<file path="config.mk">
export PLATFORM = sky130hd
export DESIGN_NAME = execute_unit_flat
export DESIGN_NICKNAME = d
export VERILOG_FILES = /design/src/source/cpu_isa_pkg.sv /design/src/source/cpu_machine_pkg.sv /design/src/source/memory_link_if.sv /design/src/source/execute_unit.sv /design/src/flat_wrapper.sv
export SDC_FILE = /design/constraint.sdc
export NUM_CORES = 1
export LEC_CHECK = 0
export ABC_CLOCK_PERIOD_IN_PS = 5050
export BUFFER_PORTS_ARGS = -buffer_cell sky130_fd_sc_hd__clkbuf_2
export CAP_MARGIN = 20
export CORE_AREA = 2 2 128 130
export DETAILED_ROUTE_END_ITERATION = 10
export DIE_AREA = 0 0 130 132
export PLACE_DENSITY = 0.79
export SYNTH_ARGS = -nofsm -noshare
export SYNTH_HDL_FRONTEND = slang
export SYNTH_SLANG_ARGS = --single-unit
</file>
<file path="constraint.sdc">
create_clock -name clock -period 5.05 [get_ports clock]
set_input_delay 0.505 -clock clock [delete_from_list [all_inputs] [get_ports clock]]
set_output_delay 0.505 -clock clock [all_outputs]
set_load 0.02 [all_outputs]
</file>
<file path="src/source/cpu_isa_pkg.sv">
`default_nettype none

package cpu_isa_pkg;

	typedef logic [15:0] instruction_t;  // one instruction word
	typedef logic [3:0] alu_op_t;        // bits 7:4 of arithmetic format
	typedef logic [2:0] cond_t;          // bits 10:8 of conditional branch

	// major opcode in bits 15:14
	localparam logic [1:0] OP_LOAD = 2'd0;
	localparam logic [1:0] OP_STORE = 2'd1;
	localparam logic [1:0] OP_IMM = 2'd2;    // LI and branches
	localparam logic [1:0] OP_ARITH = 2'd3;

	// bits 13:11 under OP_IMM
	localparam logic [2:0] OP2_LI = 3'd0;
	localparam logic [2:0] OP2_B = 3'd4;
	localparam logic [2:0] OP2_BCOND = 3'd7;

	localparam alu_op_t ALU_ADD = 4'd0;
	localparam alu_op_t ALU_SUB = 4'd1;
	localparam alu_op_t ALU_AND = 4'd2;
	localparam alu_op_t ALU_OR = 4'd3;
	localparam alu_op_t ALU_XOR = 4'd4;
	localparam alu_op_t ALU_CMP = 4'd5;   // SUB without write
	localparam alu_op_t ALU_MOV = 4'd6;
	localparam alu_op_t ALU_SLL = 4'd8;
	localparam alu_op_t ALU_SRL = 4'd10;
	localparam alu_op_t ALU_IN = 4'd12;
	localparam alu_op_t ALU_OUT = 4'd13;
	localparam alu_op_t ALU_NOP = 4'd14;
	localparam alu_op_t ALU_HLT = 4'd15;

	localparam cond_t COND_BE = 3'd0;
	localparam cond_t COND_BLT = 3'd1;
	localparam cond_t COND_BLE = 3'd2;
	localparam cond_t COND_BNE = 3'd3;

	localparam instruction_t NOP_INSTRUCTION = {OP_ARITH, 6'd0, ALU_NOP, 4'd0};

endpackage

`default_nettype wire

</file>
<file path="src/source/cpu_machine_pkg.sv">
`default_nettype none

package cpu_machine_pkg;

	typedef logic [15:0] word_t;      // data word and PC
	typedef logic [2:0] reg_index_t;  // r0..r7
	typedef logic [3:0] flags_t;      // S Z C V

	// flag bit positions in flags_t
	localparam int FLAG_S = 3;  // sign of result
	localparam int FLAG_Z = 2;  // result zero
	localparam int FLAG_C = 1;  // carry or borrow
	localparam int FLAG_V = 0;  // signed overflow

endpackage

`default_nettype wire

</file>
<file path="src/source/memory_link_if.sv">
`timescale 1ns/1ps
`default_nettype none

interface memory_link_if;
	import cpu_machine_pkg::*;

	word_t result;             // ALU result, address or LI value
	word_t store_data;
	logic read_en;             // LD
	logic write_en;            // ST
	logic reg_write;
	reg_index_t write_index;
	logic take_input;          // IN

	modport execute (
		output result, store_data, read_en, write_en,
		output reg_write, write_index, take_input
	);

	modport memory (
		input result, store_data, read_en, write_en,
		input reg_write, write_index, take_input
	);

endinterface

`default_nettype wire

</file>
<file path="src/source/execute_unit.sv">
`timescale 1ns/1ps
`default_nettype none

module execute_unit (
	input wire logic clock,
	input wire logic reset,
	input wire cpu_isa_pkg::alu_op_t alu_op,
	input wire cpu_machine_pkg::word_t operand_a,
	input wire cpu_machine_pkg::word_t operand_b,
	input wire cpu_machine_pkg::word_t immediate,
	input wire logic [3:0] shift,
	input wire cpu_machine_pkg::reg_index_t source_index,
	input wire cpu_machine_pkg::reg_index_t dest_index,
	input wire logic use_immediate,
	input wire logic load_immediate,
	input wire logic is_alu,
	input wire logic sets_flags,
	input wire logic reads_memory,
	input wire logic writes_memory,
	input wire logic reg_write,
	input wire logic take_input,
	input wire logic output_en,
	input wire logic wb_enable,
	input wire cpu_machine_pkg::reg_index_t wb_index,
	input wire cpu_machine_pkg::word_t wb_data,
	output cpu_machine_pkg::flags_t flags_now,
	output cpu_machine_pkg::word_t out,
	output logic out_valid,
	memory_link_if.execute link
);
	import cpu_isa_pkg::*;
	import cpu_machine_pkg::*;

	word_t forward_a;       // r[rs], or LD/ST base
	word_t forward_b;       // r[rd], or ST data
	word_t alu_x;
	word_t alu_y;
	word_t alu_result;
	logic [16:0] sum;       // carry in bit 16
	logic [16:0] difference;  // borrow in bit 16
	logic carry;
	logic overflow;
	flags_t alu_flags;
	flags_t flag_register;

	// execute/memory result first, then write-back
	assign forward_a = (link.reg_write && link.write_index == source_index) ? link.result :
		(wb_enable && wb_index == source_index) ? wb_data : operand_a;
	assign forward_b = (link.reg_write && link.write_index == dest_index) ? link.result :
		(wb_enable && wb_index == dest_index) ? wb_data : operand_b;

	assign alu_x = use_immediate ? forward_a : forward_b;  // base + d for LD/ST
	assign alu_y = use_immediate ? immediate : forward_a;
	assign sum = {1'b0, alu_x} + {1'b0, alu_y};
	assign difference = {1'b0, alu_x} - {1'b0, alu_y};

	always_comb begin
		alu_result = sum[15:0];  // address when not arithmetic format
		carry = 1'b0;
		overflow = 1'b0;
		if (is_alu) begin
			case (alu_op)
				ALU_ADD: begin
					carry = sum[16];
					overflow = (alu_x[15] == alu_y[15]) && (sum[15] != alu_x[15]);
				end
				ALU_SUB, ALU_CMP: begin
					alu_result = difference[15:0];
					carry = difference[16];
					overflow = (alu_x[15] != alu_y[15]) && (difference[15] != alu_x[15]);
				end
				ALU_AND: alu_result = alu_x & alu_y;
				ALU_OR: alu_result = alu_x | alu_y;
				ALU_XOR: alu_result = alu_x ^ alu_y;
				ALU_MOV: alu_result = alu_y;
				ALU_SLL: alu_result = alu_x << shift;
				ALU_SRL: alu_result = alu_x >> shift;
				default: alu_result = alu_x;  // IN OUT NOP HLT write nothing
			endcase
		end
	end

	assign alu_flags[FLAG_S] = alu_result[15];
	assign alu_flags[FLAG_Z] = alu_result == '0;
	assign alu_flags[FLAG_C] = carry;
	assign alu_flags[FLAG_V] = overflow;

	// a branch in decode sees the flags of the instruction ahead of it
	assign flags_now = sets_flags ? alu_flags : flag_register;

	always_ff @(posedge clock or negedge reset) begin
		if (!reset) begin
			link.read_en <= 1'b0;
			link.write_en <= 1'b0;
			link.reg_write <= 1'b0;
			link.take_input <= 1'b0;
			flag_register <= '0;
			out <= '0;
			out_valid <= 1'b0;
		end else begin
			link.read_en <= reads_memory;
			link.write_en <= writes_memory;
			link.reg_write <= reg_write;
			link.take_input <= take_input;
			if (sets_flags)
				flag_register <= alu_flags;
			if (output_en)
				out <= forward_a;  // held until next OUT
			out_valid <= output_en;
		end
	end

	always_ff @(posedge clock) begin
		link.result <= load_immediate ? immediate : alu_result;
		link.store_data <= forward_b;
		link.write_index <= dest_index;
	end

endmodule

`default_nettype wire

</file>
<file path="src/flat_wrapper.sv">
// flat-port wrapper written by rule: the top's interface ports become plain ports
module execute_unit_flat import cpu_isa_pkg::*; import cpu_machine_pkg::*;
  (clock, reset, alu_op, operand_a, operand_b, immediate, shift, source_index, dest_index, use_immediate, load_immediate, is_alu, sets_flags, reads_memory, writes_memory, reg_write, take_input, output_en, wb_enable, wb_index, wb_data, flags_now, out, out_valid, link_result, link_store_data, link_read_en, link_write_en, link_reg_write, link_write_index, link_take_input);
  memory_link_if link_i ();
  input wire logic clock;
  input wire logic reset;
  input wire cpu_isa_pkg::alu_op_t alu_op;
  input wire cpu_machine_pkg::word_t operand_a;
  input wire cpu_machine_pkg::word_t operand_b;
  input wire cpu_machine_pkg::word_t immediate;
  input wire logic [3:0] shift;
  input wire cpu_machine_pkg::reg_index_t source_index;
  input wire cpu_machine_pkg::reg_index_t dest_index;
  input wire logic use_immediate;
  input wire logic load_immediate;
  input wire logic is_alu;
  input wire logic sets_flags;
  input wire logic reads_memory;
  input wire logic writes_memory;
  input wire logic reg_write;
  input wire logic take_input;
  input wire logic output_en;
  input wire logic wb_enable;
  input wire cpu_machine_pkg::reg_index_t wb_index;
  input wire cpu_machine_pkg::word_t wb_data;
  output cpu_machine_pkg::flags_t flags_now;
  output cpu_machine_pkg::word_t out;
  output logic out_valid;
  output wire logic [$bits(link_i.result)-1:0] link_result;
  output wire logic [$bits(link_i.store_data)-1:0] link_store_data;
  output wire logic [$bits(link_i.read_en)-1:0] link_read_en;
  output wire logic [$bits(link_i.write_en)-1:0] link_write_en;
  output wire logic [$bits(link_i.reg_write)-1:0] link_reg_write;
  output wire logic [$bits(link_i.write_index)-1:0] link_write_index;
  output wire logic [$bits(link_i.take_input)-1:0] link_take_input;
  assign link_result = link_i.result;
  assign link_store_data = link_i.store_data;
  assign link_read_en = link_i.read_en;
  assign link_write_en = link_i.write_en;
  assign link_reg_write = link_i.reg_write;
  assign link_write_index = link_i.write_index;
  assign link_take_input = link_i.take_input;
  execute_unit u_core (.clock(clock), .reset(reset), .alu_op(alu_op), .operand_a(operand_a), .operand_b(operand_b), .immediate(immediate), .shift(shift), .source_index(source_index), .dest_index(dest_index), .use_immediate(use_immediate), .load_immediate(load_immediate), .is_alu(is_alu), .sets_flags(sets_flags), .reads_memory(reads_memory), .writes_memory(writes_memory), .reg_write(reg_write), .take_input(take_input), .output_en(output_en), .wb_enable(wb_enable), .wb_index(wb_index), .wb_data(wb_data), .flags_now(flags_now), .out(out), .out_valid(out_valid), .link(link_i));
endmodule
</file>
==> impl_metrics.yaml, run 1 <==
die:
  die_w_um: 130
  chipHeight_um: 132
  ioPinCount: 153
  rows: 46
  start_util_pct: 52.4
synthesis:
  synth_cell_type_count: 98
  syn_inst: 1070
  synth_edf_count: 0
  ys.flop_type: "dfxtp_1"
  yosysTopAreaCell: "dfxtp_1"
  ys_async_sr_fraction_pct: 41.7
  ys_warn_count: 0
  ys_ff_latch: 60
  avgSynthCellArea_um2: 7.70
  yosys-top-cells-area: "dfxtp_1 (8.5%), dfrtp_1 (7.6%), ha_1 (7.0%)"
  syn-num-nets: 1211
  synth_top_area_share_pct: 8.51
  yosysSeqAreaShare_pct: 16.1
  netlist_area_um2: 8240
  yosysMostFrequentCell: "nand2_1"
  synth_common_cells: "nand2_1 (114), nor2_1 (91), a21oi_1 (65)"
clock_tree:
  numCtsBuffers: 9
  clock_sinks: 60
  clockBufferDepth: 2
  postCtsHoldBufs: 0
  cts_max_level: 3
  root_buffer: "clkbuf_16"
grt:
  track_usage_pct: 71.5
  grt-ovfl-total: 5
  grt_max_degree: 34
place:
  place.port_buffers: 152
  dp_hpwl_um: 36400
  place_congestion: 1.21
sta:
  grt-worst-endpoint: "flags_now[2]"
  worst-ep-kind: "top-level output"
run_status:
  tool.error: "[ERROR GRT-0232] Routing congestion too high. Check the congestion heatmap in the GUI."
  lastStage: "global routing"
  status: "aborted with a tool error"
-- timing repair --
action,4_1_cts
resized for setup,97
buffers inserted,27
setup endpoints to repair,4
pin swaps,49
-- metrics by stage --
stage	instances	worst slack, ns	util [%]	instance area [um^2]
2_1_floorplan	1070	0.00669	-	8260
3_3_place_gp	1649	-0.636	70.8	11100
3_5_place_dp	1649	-0.767	70.8	11100
4_1_cts	1691	-0.439	76.9	12100
-- cell families after synthesis --
logic type | share of synthesized area (%)
fa+ha+maj | 7.47
simple gates | 20.7
mux | 10.7
compound gates | 33.4
buf+inv | 6.17
flops | 16.1
xor+xnor | 5.33
-- per-layer routing --
layer / track usage (%) / overflow
met5: 28.5 / 0
met4: 61.1 / 2
met3: 54.0 / 0
met2: 86.2 / 3
met1: 77.7 / 0
==> run 2, diff against run 1 <==
--- a/config.mk
+++ b/config.mk
@@ -5,13 +5,13 @@
 export SDC_FILE = /design/constraint.sdc
 export NUM_CORES = 1
 export LEC_CHECK = 0
-export ABC_CLOCK_PERIOD_IN_PS = 5050
+export ABC_CLOCK_PERIOD_IN_PS = 6600
 export BUFFER_PORTS_ARGS = -buffer_cell sky130_fd_sc_hd__clkbuf_2
 export CAP_MARGIN = 20
-export CORE_AREA = 2 2 128 130
+export CORE_AREA = 2 2 147 149
 export DETAILED_ROUTE_END_ITERATION = 10
-export DIE_AREA = 0 0 130 132
-export PLACE_DENSITY = 0.79
+export DIE_AREA = 0 0 149 151
+export PLACE_DENSITY_LB_ADDON = 0.15
 export SYNTH_ARGS = -nofsm -noshare
 export SYNTH_HDL_FRONTEND = slang
 export SYNTH_SLANG_ARGS = --single-unit
==> constraint.sdc (replaced) <==
create_clock -name clock -period 6.6 [get_ports clock]
set_input_delay 0.66 -clock clock [delete_from_list [all_inputs] [get_ports clock]]
set_output_delay 0.66 -clock clock [all_outputs]
set_load 0.02 [all_outputs]
==> impl_metrics.yaml, run 2 <==
layout:
  fillCellCount: 2191
  mostFrequentLayoutCell: "clkbuf_2"
  multi_input_area_um2: 6570
  reg.largest.list: "u_core.link.result (16), u_core.link.store_data (16), u_core.out (16)"
  area_delta_synth_final_pct: 21.3
  nets: 1373
  num_antenna_cells: 0
  drive_above_1_share_pct: 28.3
  regArea_um2: 1330
  fin_cells: 1512
  final_cell_mix: "clkbuf_2 (152), nand2_1 (114), nor2_1 (90)"
route:
  vias: 10200
  postRouteWirelength_um: 44100
  drc: 0
  detail_route.wl_per_cell_um: 29.1
  via_per_inst: 6.78
  dr.pass1.iters: 6
  drt-initial-drc-count: 1452
  detail-route-antenna-nets: 0
pwr:
  leakage_nw: 4.26
  netSwitchingFraction_pct: 48.0
  combPwrFrac_pct: 56.1
  p_sw_mw: 1.01
  finalPower_mw: 2.11
  power.density_nw_per_um2: 211
  seq_power_share_pct: 22.0
  ir_worst_vdd_mv: 0.160
  pwr-share-clk_pct: 21.8
  internal_power_mw: 1.10
die:
  rows: 53
  dieArea_um2: 22500
  core_area_um2: 20800
  start_util_pct: 39.6
  ioPinCount: 153
  chipHeight_um: 151
  die_w_um: 149
grt:
  antenna_found_initial: 1
  grt_pass1_vias: 9564
  track_usage_pct: 38.4
  grt_max_degree: 30
  grt-ovfl-total: 0
  grt_first_pass_wirelength_um: 63800
flow_run:
  max_cap_viol_count: 0
synthesis:
  syn-num-nets: 1211
  synth_common_cells: "nand2_1 (114), nor2_1 (91), a21oi_1 (65)"
  synth_edf_count: 0
  yosys-top-cells-area: "dfxtp_1 (8.5%), dfrtp_1 (7.6%), ha_1 (7.0%)"
  ys_ff_latch: 60
  yosysSeqAreaShare_pct: 16.1
  ys_warn_count: 0
  synth_top_area_share_pct: 8.51
  avgSynthCellArea_um2: 7.70
  ys_async_sr_fraction_pct: 41.7
  netlist_area_um2: 8240
  syn_inst: 1070
  ys.flop_type: "dfxtp_1"
  yosysMostFrequentCell: "nand2_1"
  yosysTopAreaCell: "dfxtp_1"
  synth_cell_type_count: 98
clock_tree:
  clkLatencyLatePin_ns: 0.33
  clk_pin_slew_ns: 0.06
  clock_sinks: 60
  ctsResizeCount: 0
  root_buffer: "clkbuf_16"
  numCtsBuffers: 9
  clockBufferDepth: 2
  postCtsHoldBufs: 0
  cts_setup_buffers: 0
  cts_max_level: 3
  cts_tree: "done"
setup_path:
  path_max_fanout: 11
  worstSetupPathType: "in -> out"
  startpoint: "dest_index[2]"
  cp.required_ns: 5.94
  r2r_start: "u_core.link.write_index[0]"
  arrival_ns: 5.75
  startpoint_type: "input pin"
  critPathCaptureType: "primary output"
sta:
  timing.final.ws_setup_ns: 0.186
  holdWs_ns: 0.339
  max_freq_ghz: 0.156
  setup-violations-final: 0
  relSlewSlack_pct: 38.6
  drv_slew: 0
  min_period_over_period_pct: 97.2
  worstMarginPinSlew_ns: 0.898
  rsz0062_at_grt: "false"
  finalCriticalPeriod_ns: 6.41
  finalHoldViolations: 0
  fin_setup_tns_ns: 0
  finalClockSkew_ns: 0.00517
run_status:
  status: "finished clean"
min_path:
  hold_class: "in -> async"
place:
  place_ws_ns: 0.238
  dp_hpwl_um: 35300
  place.port_buffers: 152
  place_congestion: 1.08
  dp.cells: 1496
[run 2: cell counts after synthesis]
Identical to the previous run, type by type.
[run 2: power groups by stage]
stage                     logic [mW]  registers, mW  clock network, mW
final                           1.18          0.464              0.460
after global routing            1.24          0.469              0.478
after CTS                       1.13          0.462              0.461
after detailed placement        1.12          0.470                  0
after global placement          1.13          0.468                  0
after floorplan                0.648          0.508                  0
[run 2: worst max-delay path, cell delays in order]
cell and delay (ns):
clkbuf_2 0.17, xor2_2 0.25, o41a_1 0.45, a211oi_1 0.36, or3_1 0.28, inv_2 0.16, fa_1 0.42, a21o_1 0.24
a41o_1 0.28, or3_1 0.31, a31o_2 0.25, a21oi_1 0.28, nand4_1 0.14, nor4_1 0.30, buf_4 0.19, o21ai_1 0.08
nor4b_2 0.26, nand4_1 0.22, o21ai_1 0.23, clkbuf_2 0.20
[run 2: metal layers]
layer / share of wire, % / track usage (%)
met5: 0.018 / 0
met2: 43 / 57.5
met1: 41 / 53.9
met4: 4.9 / 15.5
met3: 11 / 7.65
[run 2: worst paths after layout]
check / endpoint / slack [ns] / cells past startpoint
max: flags_now[2] / 0.19 / 20
min: u_core.link.reg_write / 0.34 / 1
max reg2reg: u_core.flag_register[2] / 1.34 / 21
min reg2reg: u_core.out[15] / 0.49 / 1
max in group asynchronous: u_core.link.reg_write / 5.81 / 1
min in group clock: u_core.link.write_en / 0.43 / 1
[run 2: cell type report]
| cell class | instances | area share (%) |
|---|---|---|
| multi-input combinational | 884 | 65.8 |
| sequential | 60 | 13.3 |
| timing repair buffer | 213 | 12.2 |
| tap | 275 | 3.44 |
| inverter | 64 | 2.43 |
| clock buffer | 9 | 2.25 |
| clock inverter | 7 | 0.601 |
[run 2: logic make-up (layout without fill, tap and decap cells)]
group,count (synthesis),count (layout),synth area share [%]
fa+ha+maj,48,48,7.47
buf+inv,126,293,6.17
simple gates,347,347,20.7
flops,60,60,16.1
mux,68,68,10.7
xor+xnor,45,45,5.33
compound gates,376,376,33.4
[run 2: stage by stage]
| step | utilization, % | cell area, um^2 |
|---|---|---|
| 2_1_floorplan | - | 8240 |
| 3_3_place_gp | 45.9 | 9560 |
| 3_5_place_dp | 45.9 | 9560 |
| 4_1_cts | 47.3 | 9840 |
| 5_1_grt | 48.0 | 9990 |
| 6_report | 48.0 | 9990 |
(Power assumes the default switching activity.)
