$ cat config.mk
export PLATFORM = sky130hd
export DESIGN_NAME = decode_unit_flat
export DESIGN_NICKNAME = d
export VERILOG_FILES = /design/src/source/cpu_isa_pkg.sv /design/src/source/cpu_machine_pkg.sv /design/src/source/fetch_link_if.sv /design/src/source/register_file.sv /design/src/source/decode_unit.sv /design/src/flat_wrapper.sv
export SDC_FILE = /design/constraint.sdc
export NUM_CORES = 1
export LEC_CHECK = 0
export BUFFER_PORTS_ARGS = -buffer_cell sky130_fd_sc_hd__buf_2
export CAP_MARGIN = 20
export CORE_MARGIN = 4
export CORE_UTILIZATION = 60
export CTS_BUF_LIST = sky130_fd_sc_hd__clkbuf_8
export CTS_CLUSTER_DIAMETER = 60
export DETAILED_ROUTE_END_ITERATION = 6
export PLACE_DENSITY = 0.83
export SLEW_MARGIN = 20
export SYNTH_ARGS = -nofsm -noshare
export SYNTH_HDL_FRONTEND = slang
export SYNTH_SLANG_ARGS = --single-unit
export TNS_END_PERCENT = 100
$ cat constraint.sdc
create_clock -name clock -period 1.9 [get_ports clock]
set_input_delay 0.095 -clock clock [delete_from_list [all_inputs] [get_ports clock]]
set_output_delay 0.095 -clock clock [all_outputs]
set_load 0.02 [all_outputs]
$ cat src/source/cpu_isa_pkg.sv
`default_nettype none

package cpu_isa_pkg;

	typedef logic [15:0] instruction_t;  // one instruction word
	typedef logic [3:0] alu_op_t;        // bits 7:4 of arithmetic format
	typedef logic [2:0] cond_t;          // bits 10:8 of conditional branch

	// major opcode in bits 15:14
	localparam logic [1:0] OP_LOAD = 2'd0;
	localparam logic [1:0] OP_STORE = 2'd1;
	localparam logic [1:0] OP_IMM = 2'd2;    // LI and branches
	localparam logic [1:0] OP_ARITH = 2'd3;

	// bits 13:11 under OP_IMM
	localparam logic [2:0] OP2_LI = 3'd0;
	localparam logic [2:0] OP2_B = 3'd4;
	localparam logic [2:0] OP2_BCOND = 3'd7;

	localparam alu_op_t ALU_ADD = 4'd0;
	localparam alu_op_t ALU_SUB = 4'd1;
	localparam alu_op_t ALU_AND = 4'd2;
	localparam alu_op_t ALU_OR = 4'd3;
	localparam alu_op_t ALU_XOR = 4'd4;
	localparam alu_op_t ALU_CMP = 4'd5;   // SUB without write
	localparam alu_op_t ALU_MOV = 4'd6;
	localparam alu_op_t ALU_SLL = 4'd8;
	localparam alu_op_t ALU_SRL = 4'd10;
	localparam alu_op_t ALU_IN = 4'd12;
	localparam alu_op_t ALU_OUT = 4'd13;
	localparam alu_op_t ALU_NOP = 4'd14;
	localparam alu_op_t ALU_HLT = 4'd15;

	localparam cond_t COND_BE = 3'd0;
	localparam cond_t COND_BLT = 3'd1;
	localparam cond_t COND_BLE = 3'd2;
	localparam cond_t COND_BNE = 3'd3;

	localparam instruction_t NOP_INSTRUCTION = {OP_ARITH, 6'd0, ALU_NOP, 4'd0};

endpackage

`default_nettype wire

$ cat src/source/cpu_machine_pkg.sv
`default_nettype none

package cpu_machine_pkg;

	typedef logic [15:0] word_t;      // data word and PC
	typedef logic [2:0] reg_index_t;  // r0..r7
	typedef logic [3:0] flags_t;      // S Z C V

	// flag bit positions in flags_t
	localparam int FLAG_S = 3;  // sign of result
	localparam int FLAG_Z = 2;  // result zero
	localparam int FLAG_C = 1;  // carry or borrow
	localparam int FLAG_V = 0;  // signed overflow

endpackage

`default_nettype wire

$ cat src/source/fetch_link_if.sv
`timescale 1ns/1ps
`default_nettype none

interface fetch_link_if;
	import cpu_isa_pkg::*;
	import cpu_machine_pkg::*;

	instruction_t instruction;  // fetch/decode register
	word_t next_pc;             // fetched address plus one
	logic hold;                 // stall or halted
	logic redirect;             // taken branch strobe
	word_t redirect_target;

	modport fetch (
		output instruction, next_pc,
		input hold, redirect, redirect_target
	);

	modport decode (
		input instruction, next_pc,
		output hold, redirect, redirect_target
	);

endinterface

`default_nettype wire

$ cat src/source/register_file.sv
`timescale 1ns/1ps
`default_nettype none

module register_file (
	input wire logic clock,
	input wire logic reset,
	input wire cpu_machine_pkg::reg_index_t read_index_a,
	input wire cpu_machine_pkg::reg_index_t read_index_b,
	output cpu_machine_pkg::word_t read_data_a,
	output cpu_machine_pkg::word_t read_data_b,
	input wire logic write_enable,
	input wire cpu_machine_pkg::reg_index_t write_index,
	input wire cpu_machine_pkg::word_t write_data
);
	import cpu_machine_pkg::*;

	word_t registers [8];

	always_ff @(posedge clock or negedge reset) begin
		if (!reset) begin
			for (int i = 0; i < 8; i++)
				registers[i] <= '0;
		end else if (write_enable) begin
			registers[write_index] <= write_data;
		end
	end

	// write-through so decode sees the write-back value this cycle
	assign read_data_a = (write_enable && write_index == read_index_a) ? write_data :
		registers[read_index_a];
	assign read_data_b = (write_enable && write_index == read_index_b) ? write_data :
		registers[read_index_b];

endmodule

`default_nettype wire

$ cat src/source/decode_unit.sv
`timescale 1ns/1ps
`default_nettype none

module decode_unit (
	input wire logic clock,
	input wire logic reset,
	fetch_link_if.decode link,
	input wire cpu_machine_pkg::flags_t flags_now,
	input wire logic wb_enable,
	input wire cpu_machine_pkg::reg_index_t wb_index,
	input wire cpu_machine_pkg::word_t wb_data,
	output logic halted,
	output cpu_isa_pkg::alu_op_t alu_op,
	output cpu_machine_pkg::word_t operand_a,
	output cpu_machine_pkg::word_t operand_b,
	output cpu_machine_pkg::word_t immediate,
	output logic [3:0] shift,
	output cpu_machine_pkg::reg_index_t source_index,
	output cpu_machine_pkg::reg_index_t dest_index,
	output logic use_immediate,
	output logic load_immediate,
	output logic is_alu,
	output logic sets_flags,
	output logic reads_memory,
	output logic writes_memory,
	output logic reg_write,
	output logic take_input,
	output logic output_en
);
	import cpu_isa_pkg::*;
	import cpu_machine_pkg::*;

	typedef enum logic {state_running, state_halted} run_state_t;

	run_state_t run_state;
	instruction_t instruction;
	alu_op_t func;                // bits 7:4
	cond_t cond;                  // bits 10:8
	reg_index_t index_a;          // ALU y side, or base for LD/ST
	reg_index_t index_b;          // ALU x side and write destination
	word_t read_a;
	word_t read_b;
	word_t ext_d;                 // sign-extended d
	logic is_arith, is_load, is_store, is_li;
	logic is_jump, is_cond, is_hlt, is_in, is_out;
	logic is_calc;                // ALU op that sets flags
	logic uses_a, uses_b;
	logic stall, flush, bubble;
	logic cond_true, taken;

	assign instruction = link.instruction;
	assign func = instruction[7:4];
	assign cond = instruction[10:8];
	assign is_arith = instruction[15:14] == OP_ARITH;
	assign is_load = instruction[15:14] == OP_LOAD;
	assign is_store = instruction[15:14] == OP_STORE;
	assign is_li = instruction[15:11] == {OP_IMM, OP2_LI};
	assign is_jump = instruction[15:11] == {OP_IMM, OP2_B};
	assign is_cond = instruction[15:11] == {OP_IMM, OP2_BCOND};
	assign is_hlt = is_arith && func == ALU_HLT;
	assign is_in = is_arith && func == ALU_IN;
	assign is_out = is_arith && func == ALU_OUT;
	assign is_calc = is_arith && (func <= ALU_MOV || func == ALU_SLL || func == ALU_SRL);

	// LD/ST swap fields so port a carries the base, port b the rs register
	assign index_a = (is_load || is_store) ? instruction[10:8] : instruction[13:11];
	assign index_b = (is_load || is_store) ? instruction[13:11] : instruction[10:8];
	assign ext_d = {{8{instruction[7]}}, instruction[7:0]};

	register_file register_file_i (
		.clock(clock),
		.reset(reset),
		.read_index_a(index_a),
		.read_index_b(index_b),
		.read_data_a(read_a),
		.read_data_b(read_b),
		.write_enable(wb_enable),
		.write_index(wb_index),
		.write_data(wb_data)
	);

	assign uses_a = is_load || is_store || (is_arith && (func <= ALU_MOV || func == ALU_OUT));
	assign uses_b = is_store ||
		(is_arith && (func <= ALU_CMP || func == ALU_SLL || func == ALU_SRL));

	// LD and IN values appear only after the memory stage
	assign stall = (reads_memory || take_input) &&
		((uses_a && index_a == dest_index) || (uses_b && index_b == dest_index));
	assign flush = link.redirect;  // slot after taken branch
	assign halted = run_state == state_halted;
	assign bubble = stall || flush || halted;
	assign link.hold = (stall && !flush) || halted;

	always_comb begin
		case (cond)
			COND_BE: cond_true = flags_now[FLAG_Z];
			COND_BLT: cond_true = flags_now[FLAG_S] ^ flags_now[FLAG_V];
			COND_BLE: cond_true = flags_now[FLAG_Z] | (flags_now[FLAG_S] ^ flags_now[FLAG_V]);
			COND_BNE: cond_true = !flags_now[FLAG_Z];
			default: cond_true = 1'b0;
		endcase
	end

	assign taken = (is_jump || (is_cond && cond_true)) && !bubble;

	always_ff @(posedge clock or negedge reset) begin
		if (!reset) begin
			run_state <= state_running;
			link.redirect <= 1'b0;
		end else begin
			if (is_hlt && !bubble)
				run_state <= state_halted;  // stays until reset
			link.redirect <= taken;
		end
	end

	always_ff @(posedge clock) begin
		link.redirect_target <= link.next_pc + ext_d;  // own address + 1 + d
	end

	// decode/execute control, all low for a bubble
	always_ff @(posedge clock or negedge reset) begin
		if (!reset) begin
			use_immediate <= 1'b0;
			load_immediate <= 1'b0;
			is_alu <= 1'b0;
			sets_flags <= 1'b0;
			reads_memory <= 1'b0;
			writes_memory <= 1'b0;
			reg_write <= 1'b0;
			take_input <= 1'b0;
			output_en <= 1'b0;
		end else begin
			use_immediate <= !bubble && (is_load || is_store);
			load_immediate <= !bubble && is_li;
			is_alu <= !bubble && is_arith;
			sets_flags <= !bubble && is_calc;
			reads_memory <= !bubble && is_load;
			writes_memory <= !bubble && is_store;
			reg_write <= !bubble && (is_load || is_li || is_in || (is_calc && func != ALU_CMP));
			take_input <= !bubble && is_in;
			output_en <= !bubble && is_out;
		end
	end

	always_ff @(posedge clock) begin
		alu_op <= func;
		operand_a <= read_a;
		operand_b <= read_b;
		immediate <= ext_d;
		shift <= instruction[3:0];
		source_index <= index_a;
		dest_index <= index_b;
	end

endmodule

`default_nettype wire

$ cat src/flat_wrapper.sv
// flat-port wrapper written by rule: the top's interface ports become plain ports
module decode_unit_flat import cpu_isa_pkg::*; import cpu_machine_pkg::*;
  (clock, reset, flags_now, wb_enable, wb_index, wb_data, halted, alu_op, operand_a, operand_b, immediate, shift, source_index, dest_index, use_immediate, load_immediate, is_alu, sets_flags, reads_memory, writes_memory, reg_write, take_input, output_en, link_instruction, link_next_pc, link_hold, link_redirect, link_redirect_target);
  fetch_link_if link_i ();
  input wire logic clock;
  input wire logic reset;
  input wire cpu_machine_pkg::flags_t flags_now;
  input wire logic wb_enable;
  input wire cpu_machine_pkg::reg_index_t wb_index;
  input wire cpu_machine_pkg::word_t wb_data;
  output logic halted;
  output cpu_isa_pkg::alu_op_t alu_op;
  output cpu_machine_pkg::word_t operand_a;
  output cpu_machine_pkg::word_t operand_b;
  output cpu_machine_pkg::word_t immediate;
  output logic [3:0] shift;
  output cpu_machine_pkg::reg_index_t source_index;
  output cpu_machine_pkg::reg_index_t dest_index;
  output logic use_immediate;
  output logic load_immediate;
  output logic is_alu;
  output logic sets_flags;
  output logic reads_memory;
  output logic writes_memory;
  output logic reg_write;
  output logic take_input;
  output logic output_en;
  input wire logic [$bits(link_i.instruction)-1:0] link_instruction;
  input wire logic [$bits(link_i.next_pc)-1:0] link_next_pc;
  output wire logic [$bits(link_i.hold)-1:0] link_hold;
  output wire logic [$bits(link_i.redirect)-1:0] link_redirect;
  output wire logic [$bits(link_i.redirect_target)-1:0] link_redirect_target;
  assign link_i.instruction = link_instruction;
  assign link_i.next_pc = link_next_pc;
  assign link_hold = link_i.hold;
  assign link_redirect = link_i.redirect;
  assign link_redirect_target = link_i.redirect_target;
  decode_unit u_core (.clock(clock), .reset(reset), .link(link_i), .flags_now(flags_now), .wb_enable(wb_enable), .wb_index(wb_index), .wb_data(wb_data), .halted(halted), .alu_op(alu_op), .operand_a(operand_a), .operand_b(operand_b), .immediate(immediate), .shift(shift), .source_index(source_index), .dest_index(dest_index), .use_immediate(use_immediate), .load_immediate(load_immediate), .is_alu(is_alu), .sets_flags(sets_flags), .reads_memory(reads_memory), .writes_memory(writes_memory), .reg_write(reg_write), .take_input(take_input), .output_en(output_en));
endmodule
# ---- Yosys cells after proc, flatten, opt, wreduce, memory -nomap -nowiden
# Index checks and enable logic that the tools add are counted.
dict set report op_classes {
  add_sub_neg 1
  order_cmp 6
  eq_ne 18
  n_mux 14
  bitwise_logic 5
  n_reduce_logical 48
}
# cell count
set op_table {}
lappend op_table {{bitwise mux 128 bit} 1}
lappend op_table {{two-way mux 16 bit} 7}
lappend op_table {{binary-select mux 16 bit (select 3 bit)} 2}
lappend op_table {{demux 16 bit (select 3 bit)} 1}
lappend op_table {{logical AND 1 bit} 26}
lappend op_table {{== test 4 bit (second input constant)} 5}
lappend op_table {{logical OR 1 bit} 17}
lappend op_table {{adder 16 bit} 1}
lappend op_table {{== test 5 bit (second input constant)} 3}
lappend op_table {{== test 3 bit} 4}
lappend op_table {{greater-or-equal comparator 4 bit (second input constant)} 3}
lappend op_table {{NOT 3 -> 4 bit} 3}
lappend op_table {{less-or-equal comparator 4 x 3 -> 1 bit (second input constant)} 2}
lappend op_table {{== test 3 x 2 -> 1 bit (second input constant)} 2}
lappend op_table {{two-way mux 3 bit} 2}
lappend op_table {{less-than comparator 4 x 1 -> 1 bit (second input constant)} 1}
lappend op_table {{inequality test 4 x 3 -> 1 bit (second input constant)} 1}
lappend op_table {{case mux 1 bit (4 select lines)} 1}
lappend op_table {{== test 3 x 1 -> 1 bit (second input constant)} 1}
lappend op_table {{zero test 1 bit} 3}
lappend op_table {{zero test 3 bit} 1}
lappend op_table {{== test 2 x 1 -> 1 bit (second input constant)} 1}
lappend op_table {{== test 2 bit (second input constant)} 1}
lappend op_table {{zero test 2 bit} 1}
lappend op_table {{2 further kinds} 2}
dict set report totals {
  reg_bits 209
  in_bits 58
  out_inout_bits 90
  word_cells 119
}

# ---- Logic depth before layout (Yosys ltp)
dict set report depth {
  depth_word 12
  depth_mapped 11
  depth_no_buf 9
}

# ---- By module
# From an unflattened synthesis, not the netlist that was laid out.
dict set report unflattened {
  cells_unflattened 708
  area_unflattened_um2 10321.1
}
# module n_inst cells_each area_each_um2
set modules_own_cells {}
lappend modules_own_cells {register_file 1 452 7508.5}
lappend modules_own_cells {decode_unit 1 256 2812.7}

# ---- Worst setup path after synthesis
# OpenSTA, ideal clock, no wires.
dict set report synth_path {
  path_kind {input to output}
  start {input port link_instruction[15]}
  end {output port link_hold}
  arrival_time_ns 1.914
  path_slack_ns -0.109
  stages 7
  path_buffers 2
  cell_sequence {buf_6 > buf_12 > mux2i_4 > inv_2 > xnor2_1 > a41oi_2 > o41ai_1}
}
dict set report synth_between {
  elab_chain_cells 9
  elab_cells_between_ends 18
}
# item line
set synth_lines {}
lappend synth_lines {{start, declared} flat_wrapper.sv:28} ;# input wire logic [$bits(link_i.instruction)-1:0] link_instruction;
lappend synth_lines {{== test 2 x 1 -> 1 bit / zero test 2 bit (equally long branches)} {decode_unit.sv:56, decode_unit.sv:55}}
lappend synth_lines {{logical OR 1 bit} {decode_unit.sv:66, decode_unit.sv:67, decode_unit.sv:82}}
lappend synth_lines {{two-way mux 3 bit, on equally long branches} {decode_unit.sv:66, decode_unit.sv:67}}
lappend synth_lines {{== test 3 bit} decode_unit.sv:88} ;# ((uses_a && index_a == dest_index) || (uses_b && index_b == dest_index));
lappend synth_lines {{logical AND 1 bit} decode_unit.sv:88}
lappend synth_lines {{logical OR 1 bit *} decode_unit.sv:88}
lappend synth_lines {{logical AND 1 bit *} decode_unit.sv:87} ;# assign stall = (reads_memory || take_input) &&
lappend synth_lines {{logical AND 1 bit *} decode_unit.sv:92} ;# assign link.hold = (stall && !flush) || halted;
lappend synth_lines {{logical OR 1 bit *} decode_unit.sv:92}
lappend synth_lines {{end, declared} flat_wrapper.sv:30} ;# output wire logic [$bits(link_i.hold)-1:0] link_hold;
# Every way passes the cells marked *; elsewhere a longest branch is shown, timed or not.

# ---- Worst setup path after layout
dict set report layout_path {
  start {input port link_next_pc[6]}
  end {register u_core.link.redirect_target[13]}
}
dict set report layout_between {
  elab_chain_cells 1
}
# item line
set layout_lines {}
lappend layout_lines {{start, declared} flat_wrapper.sv:29} ;# input wire logic [$bits(link_i.next_pc)-1:0] link_next_pc;
lappend layout_lines {{adder 16 bit} decode_unit.sv:118} ;# link.redirect_target <= link.next_pc + ext_d;
lappend layout_lines {{end signal, assigned} decode_unit.sv:118}
lappend layout_lines {{end, declared} fetch_link_if.sv:21} ;# output hold, redirect, redirect_target
# Every way passes these cells.
# A chain may end at the register's enable or synchronous reset.

==> results by group <==
Outcome
  • Status: complete, but fails checks
  • Failing checks: hold timing

Power and ir drop
  • Total power: 0.01279 W
  • Comb power frac: 25.2%
  • Leakage: 5.754 nW
  • Peak VDD IR: between 0.7 and 0.8 mV
  • Pint: approximately 0.0087 W
  • Switching share of power: approximately a third
  • Sw power: 0.004042 W
  • Clock power share: 30.2%
  • PD cells: 1017 nW/um2
  • Sequential Power Share: roughly 45%

Yosys
  • Top post-synthesis cells by count: nand2_1, dfrtp_1, mux2_2
  • Ys async rst share: roughly 70%
  • Synth Register Bits: 201
  • Sequential share of the synthesized area: between 40% and 50%
  • Largest cells by area after synthesis: dfrtp_1, mux2_2, dfxtp_1
  • Syn Area/Cell: approximately 9.5 um2
  • Yosys warning count: 0
  • Distinct cells, synth: 55
  • Top-count cell post-synth: nand2_1
  • EDFF count, synth: 0
  • Post-synth top area share: 34.03%
  • Synthesized cell area: 10220 um2
  • Dominant synthesized flop cell: dfrtp_1
  • Syn Inst Count: around 1.1k
  • Dominant cell type by area after synthesis: dfrtp_1
  • Synth Net Count: approximately 1.2k

Final layout
  • Ant diodes: 0
  • # nets final: 1339
  • Non-filler cells, final: 1510
  • Layout cells sized above 1: about a third
  • Sequential cell area: approximately 4700 um2
  • Area of the multi-input gates: 5017 um2
  • Area growth syn-to-layout: 23.04%
  • FILL cells: 1064

GRT
  • Largest net degree at the start of global routing: 52
  • Vias in the first global route: 8975
  • Grt total ovfl: 0
  • Initial antenna violation count: 0
  • GR Util met1: around 38%
  • Grt peak-use layer: met2
  • Grt met2 use: 48.00%
  • First-pass GRT wire length: about 47000 um
  • GR Util met3: around 6.5%
  • GRT Util Overall: 29.36%

Floorplanning
  • Ports: 148
  • Die H: 138.5 um
  • Initial Utilization: 61.42%
  • Die width: 138.5 um
  • Core box area: 16640 um2
  • Row count: 47
  • Die area: 19190 um2

Setup path
  • Worst path required time: 2.30 ns
  • Worst setup path category: input pin to register
  • Critical Path AT: 2.25 ns
  • Reg2Reg Depth: 6
  • CP max FO: 3
  • CP Capture Type: register
  • Setup crit start kind: input pin

Detailed routing
  • Antenna Nets Post-Route: 0
  • DRT iter0 DRCs: 659
  • Routed len/inst: about 19 um
  • Residual DRC: 0
  • Final WL: a little under 30000 um
  • Via Count: 9100
  • Vias per Instance: 6.026
  • DR pass1 iterations: 5

CTS
  • CTS buffer count: 34
  • Clock Sinks: 201
  • Clock Root Buffer: clkbuf_8
  • H-tree depth: 2
  • Worst-Skew Late Latency: 0.51 ns
  • CTS tree: yes
  • Clock Pin Slew Worst Setup and Hold Paths: 0.06 ns
  • Clk buf depth: 3

Worst hold path
  • Hold depth: 3
  • Type of the worst min-delay path: input pin to register

STA
  • Worst slew pin tran: about 0.56 ns
  • Final Hold Violating Endpoints: 1
  • Tcrit/Tclk final: between 90% and 100%
  • Slew Limit Fails: 0
  • Slew Limit Headroom: between 60% and 70%
  • Clock Skew: 0.009970 ns
  • Final setup fails: 0
  • Peak Freq: between 500 and 600 MHz
  • RSZ-0062 raised after global routing: true
  • WHS: -0.01596 ns
  • Final Critical Period: 1.853 ns

Job
  • Max-cap violations: 0

Placement
  • GPL Wtd Cong: 0.8711
  • IO Port Bufs: about 150
  • DP HPWL: 17720 um
  • Placed cells: 1408
metal layers:
layer	wire length [um]	vias up	share of wire, %
li1	-	4110	-
met1	11260	4358	39
met2	13790	536	48
met3	2737	96	9.5
met4	1076	0	3.7
met5	0	-	0
metrics by stage:
step | worst slack (ns) | util, % | hold slack, ns | instance area [um2] | TNS [ns]
floorplan | 0.1252 | - | -0.2006 | 10230 | 0
global placement | -0.002622 | 68.69 | 0.07582 | 11430 | -0.002622
detailed placement | -0.08239 | 68.69 | 0.08331 | 11430 | -0.1704
CTS | 0.05714 | 75.35 | 0.005911 | 12540 | 0
global route | -0.01604 | 75.57 | 0.007166 | 12580 | -0.02933
finish | 0.04691 | 75.57 | -0.01596 | 12580 | 0
sequential cells by signal, summed over array words and instances, names as in the netlist:
| register | flops |
|---|---|
| u_core.register_file_i.registers | 128 |
| u_core.link.redirect_target | 16 |
| u_core.operand_a | 16 |
| u_core.operand_b | 16 |
| u_core.alu_op | 4 |
| u_core.immediate | 4 |
| u_core.dest_index | 3 |
| u_core.source_index | 3 |
| u_core.halted | 1 |
| u_core.is_alu | 1 |
| u_core.link.redirect | 1 |
| u_core.load_immediate | 1 |
| u_core.output_en | 1 |
| u_core.reads_memory | 1 |
| u_core.reg_write | 1 |
| u_core.sets_flags | 1 |
| u_core.take_input | 1 |
| u_core.use_immediate | 1 |
| u_core.writes_memory | 1 |
power by group through the flow:
stage	Clock, W	Combinational (W)	Sequential [W]
floorplan	0	0.00182	0.00591
global placement	0	0.00297	0.00569
detailed placement	0	0.00308	0.00572
CTS	0.00392	0.00319	0.00566
global route	0.00412	0.00353	0.00578
finish	0.00387	0.00323	0.00570
kinds of logic after synthesis:
| family | share of synthesized area [%] |
|---|---|
| xor+xnor | 2.314 |
| simple gates | 19.12 |
| fa+ha+maj | 2.032 |
| flops | 46.17 |
| compound gates | 9.512 |
| mux | 15.23 |
| buf+inv | 5.619 |
cell usage in the layout (no fill, tap or decap), types with 36 or more instances in the layout:
cell and n:
nand3_1 65, dfrtp_1 139, buf_2 144, dfxtp_1 59, o21ai_0 40, mux2_2 128, nand2_1 299, dlygate4sd3_1 39
buf_4 49, clkbuf_8 46, and3_1 36
worst max-delay path, cell delays in order:
cell	delay, ns
dlygate4sd3_1	0.54
buf_2	0.13
ha_2	0.19
a21o_1	0.18
a21o_1	0.19
a311o_1	0.36
a21o_1	0.20
o31ai_2	0.26
xnor2_1	0.10
worst paths after layout:
check	endpoint	from	slack, ns
max	u_core.link.redirect_target[13]	link_next_pc[6]	0.05
min	u_core.link.redirect_target[6]	link_instruction[6]	-0.02
max reg2reg	u_core.take_input	u_core.dest_index[2]	0.31
min reg2reg	u_core.load_immediate	u_core.halted	0.52
max in group asynchronous	u_core.register_file_i.registers[66]	reset	1.13
min in group asynchronous	u_core.sets_flags	reset	0.11
area by class of cell:
| cell class | instances | area share [%] |
|---|---|---|
| Clock buffer | 46 | 5.034 |
| Clock inverter | 15 | 0.4975 |
| Inverter | 13 | 0.4278 |
| Multi-Input combinational cell | 766 | 39.90 |
| Sequential cell | 201 | 37.56 |
| Tap cell | 220 | 2.189 |
| Timing Repair Buffer | 249 | 14.40 |
repair_timing:
action	4_1_cts	5_1_grt
endpoints found under the setup margin	1	4
buffers inserted	1	1
endpoints found under the hold margin	326	0
resized for setup	3	10
pin swaps	2	8
hold buffers	40	0
No activity file was read; power rests on OpenSTA's default activity.
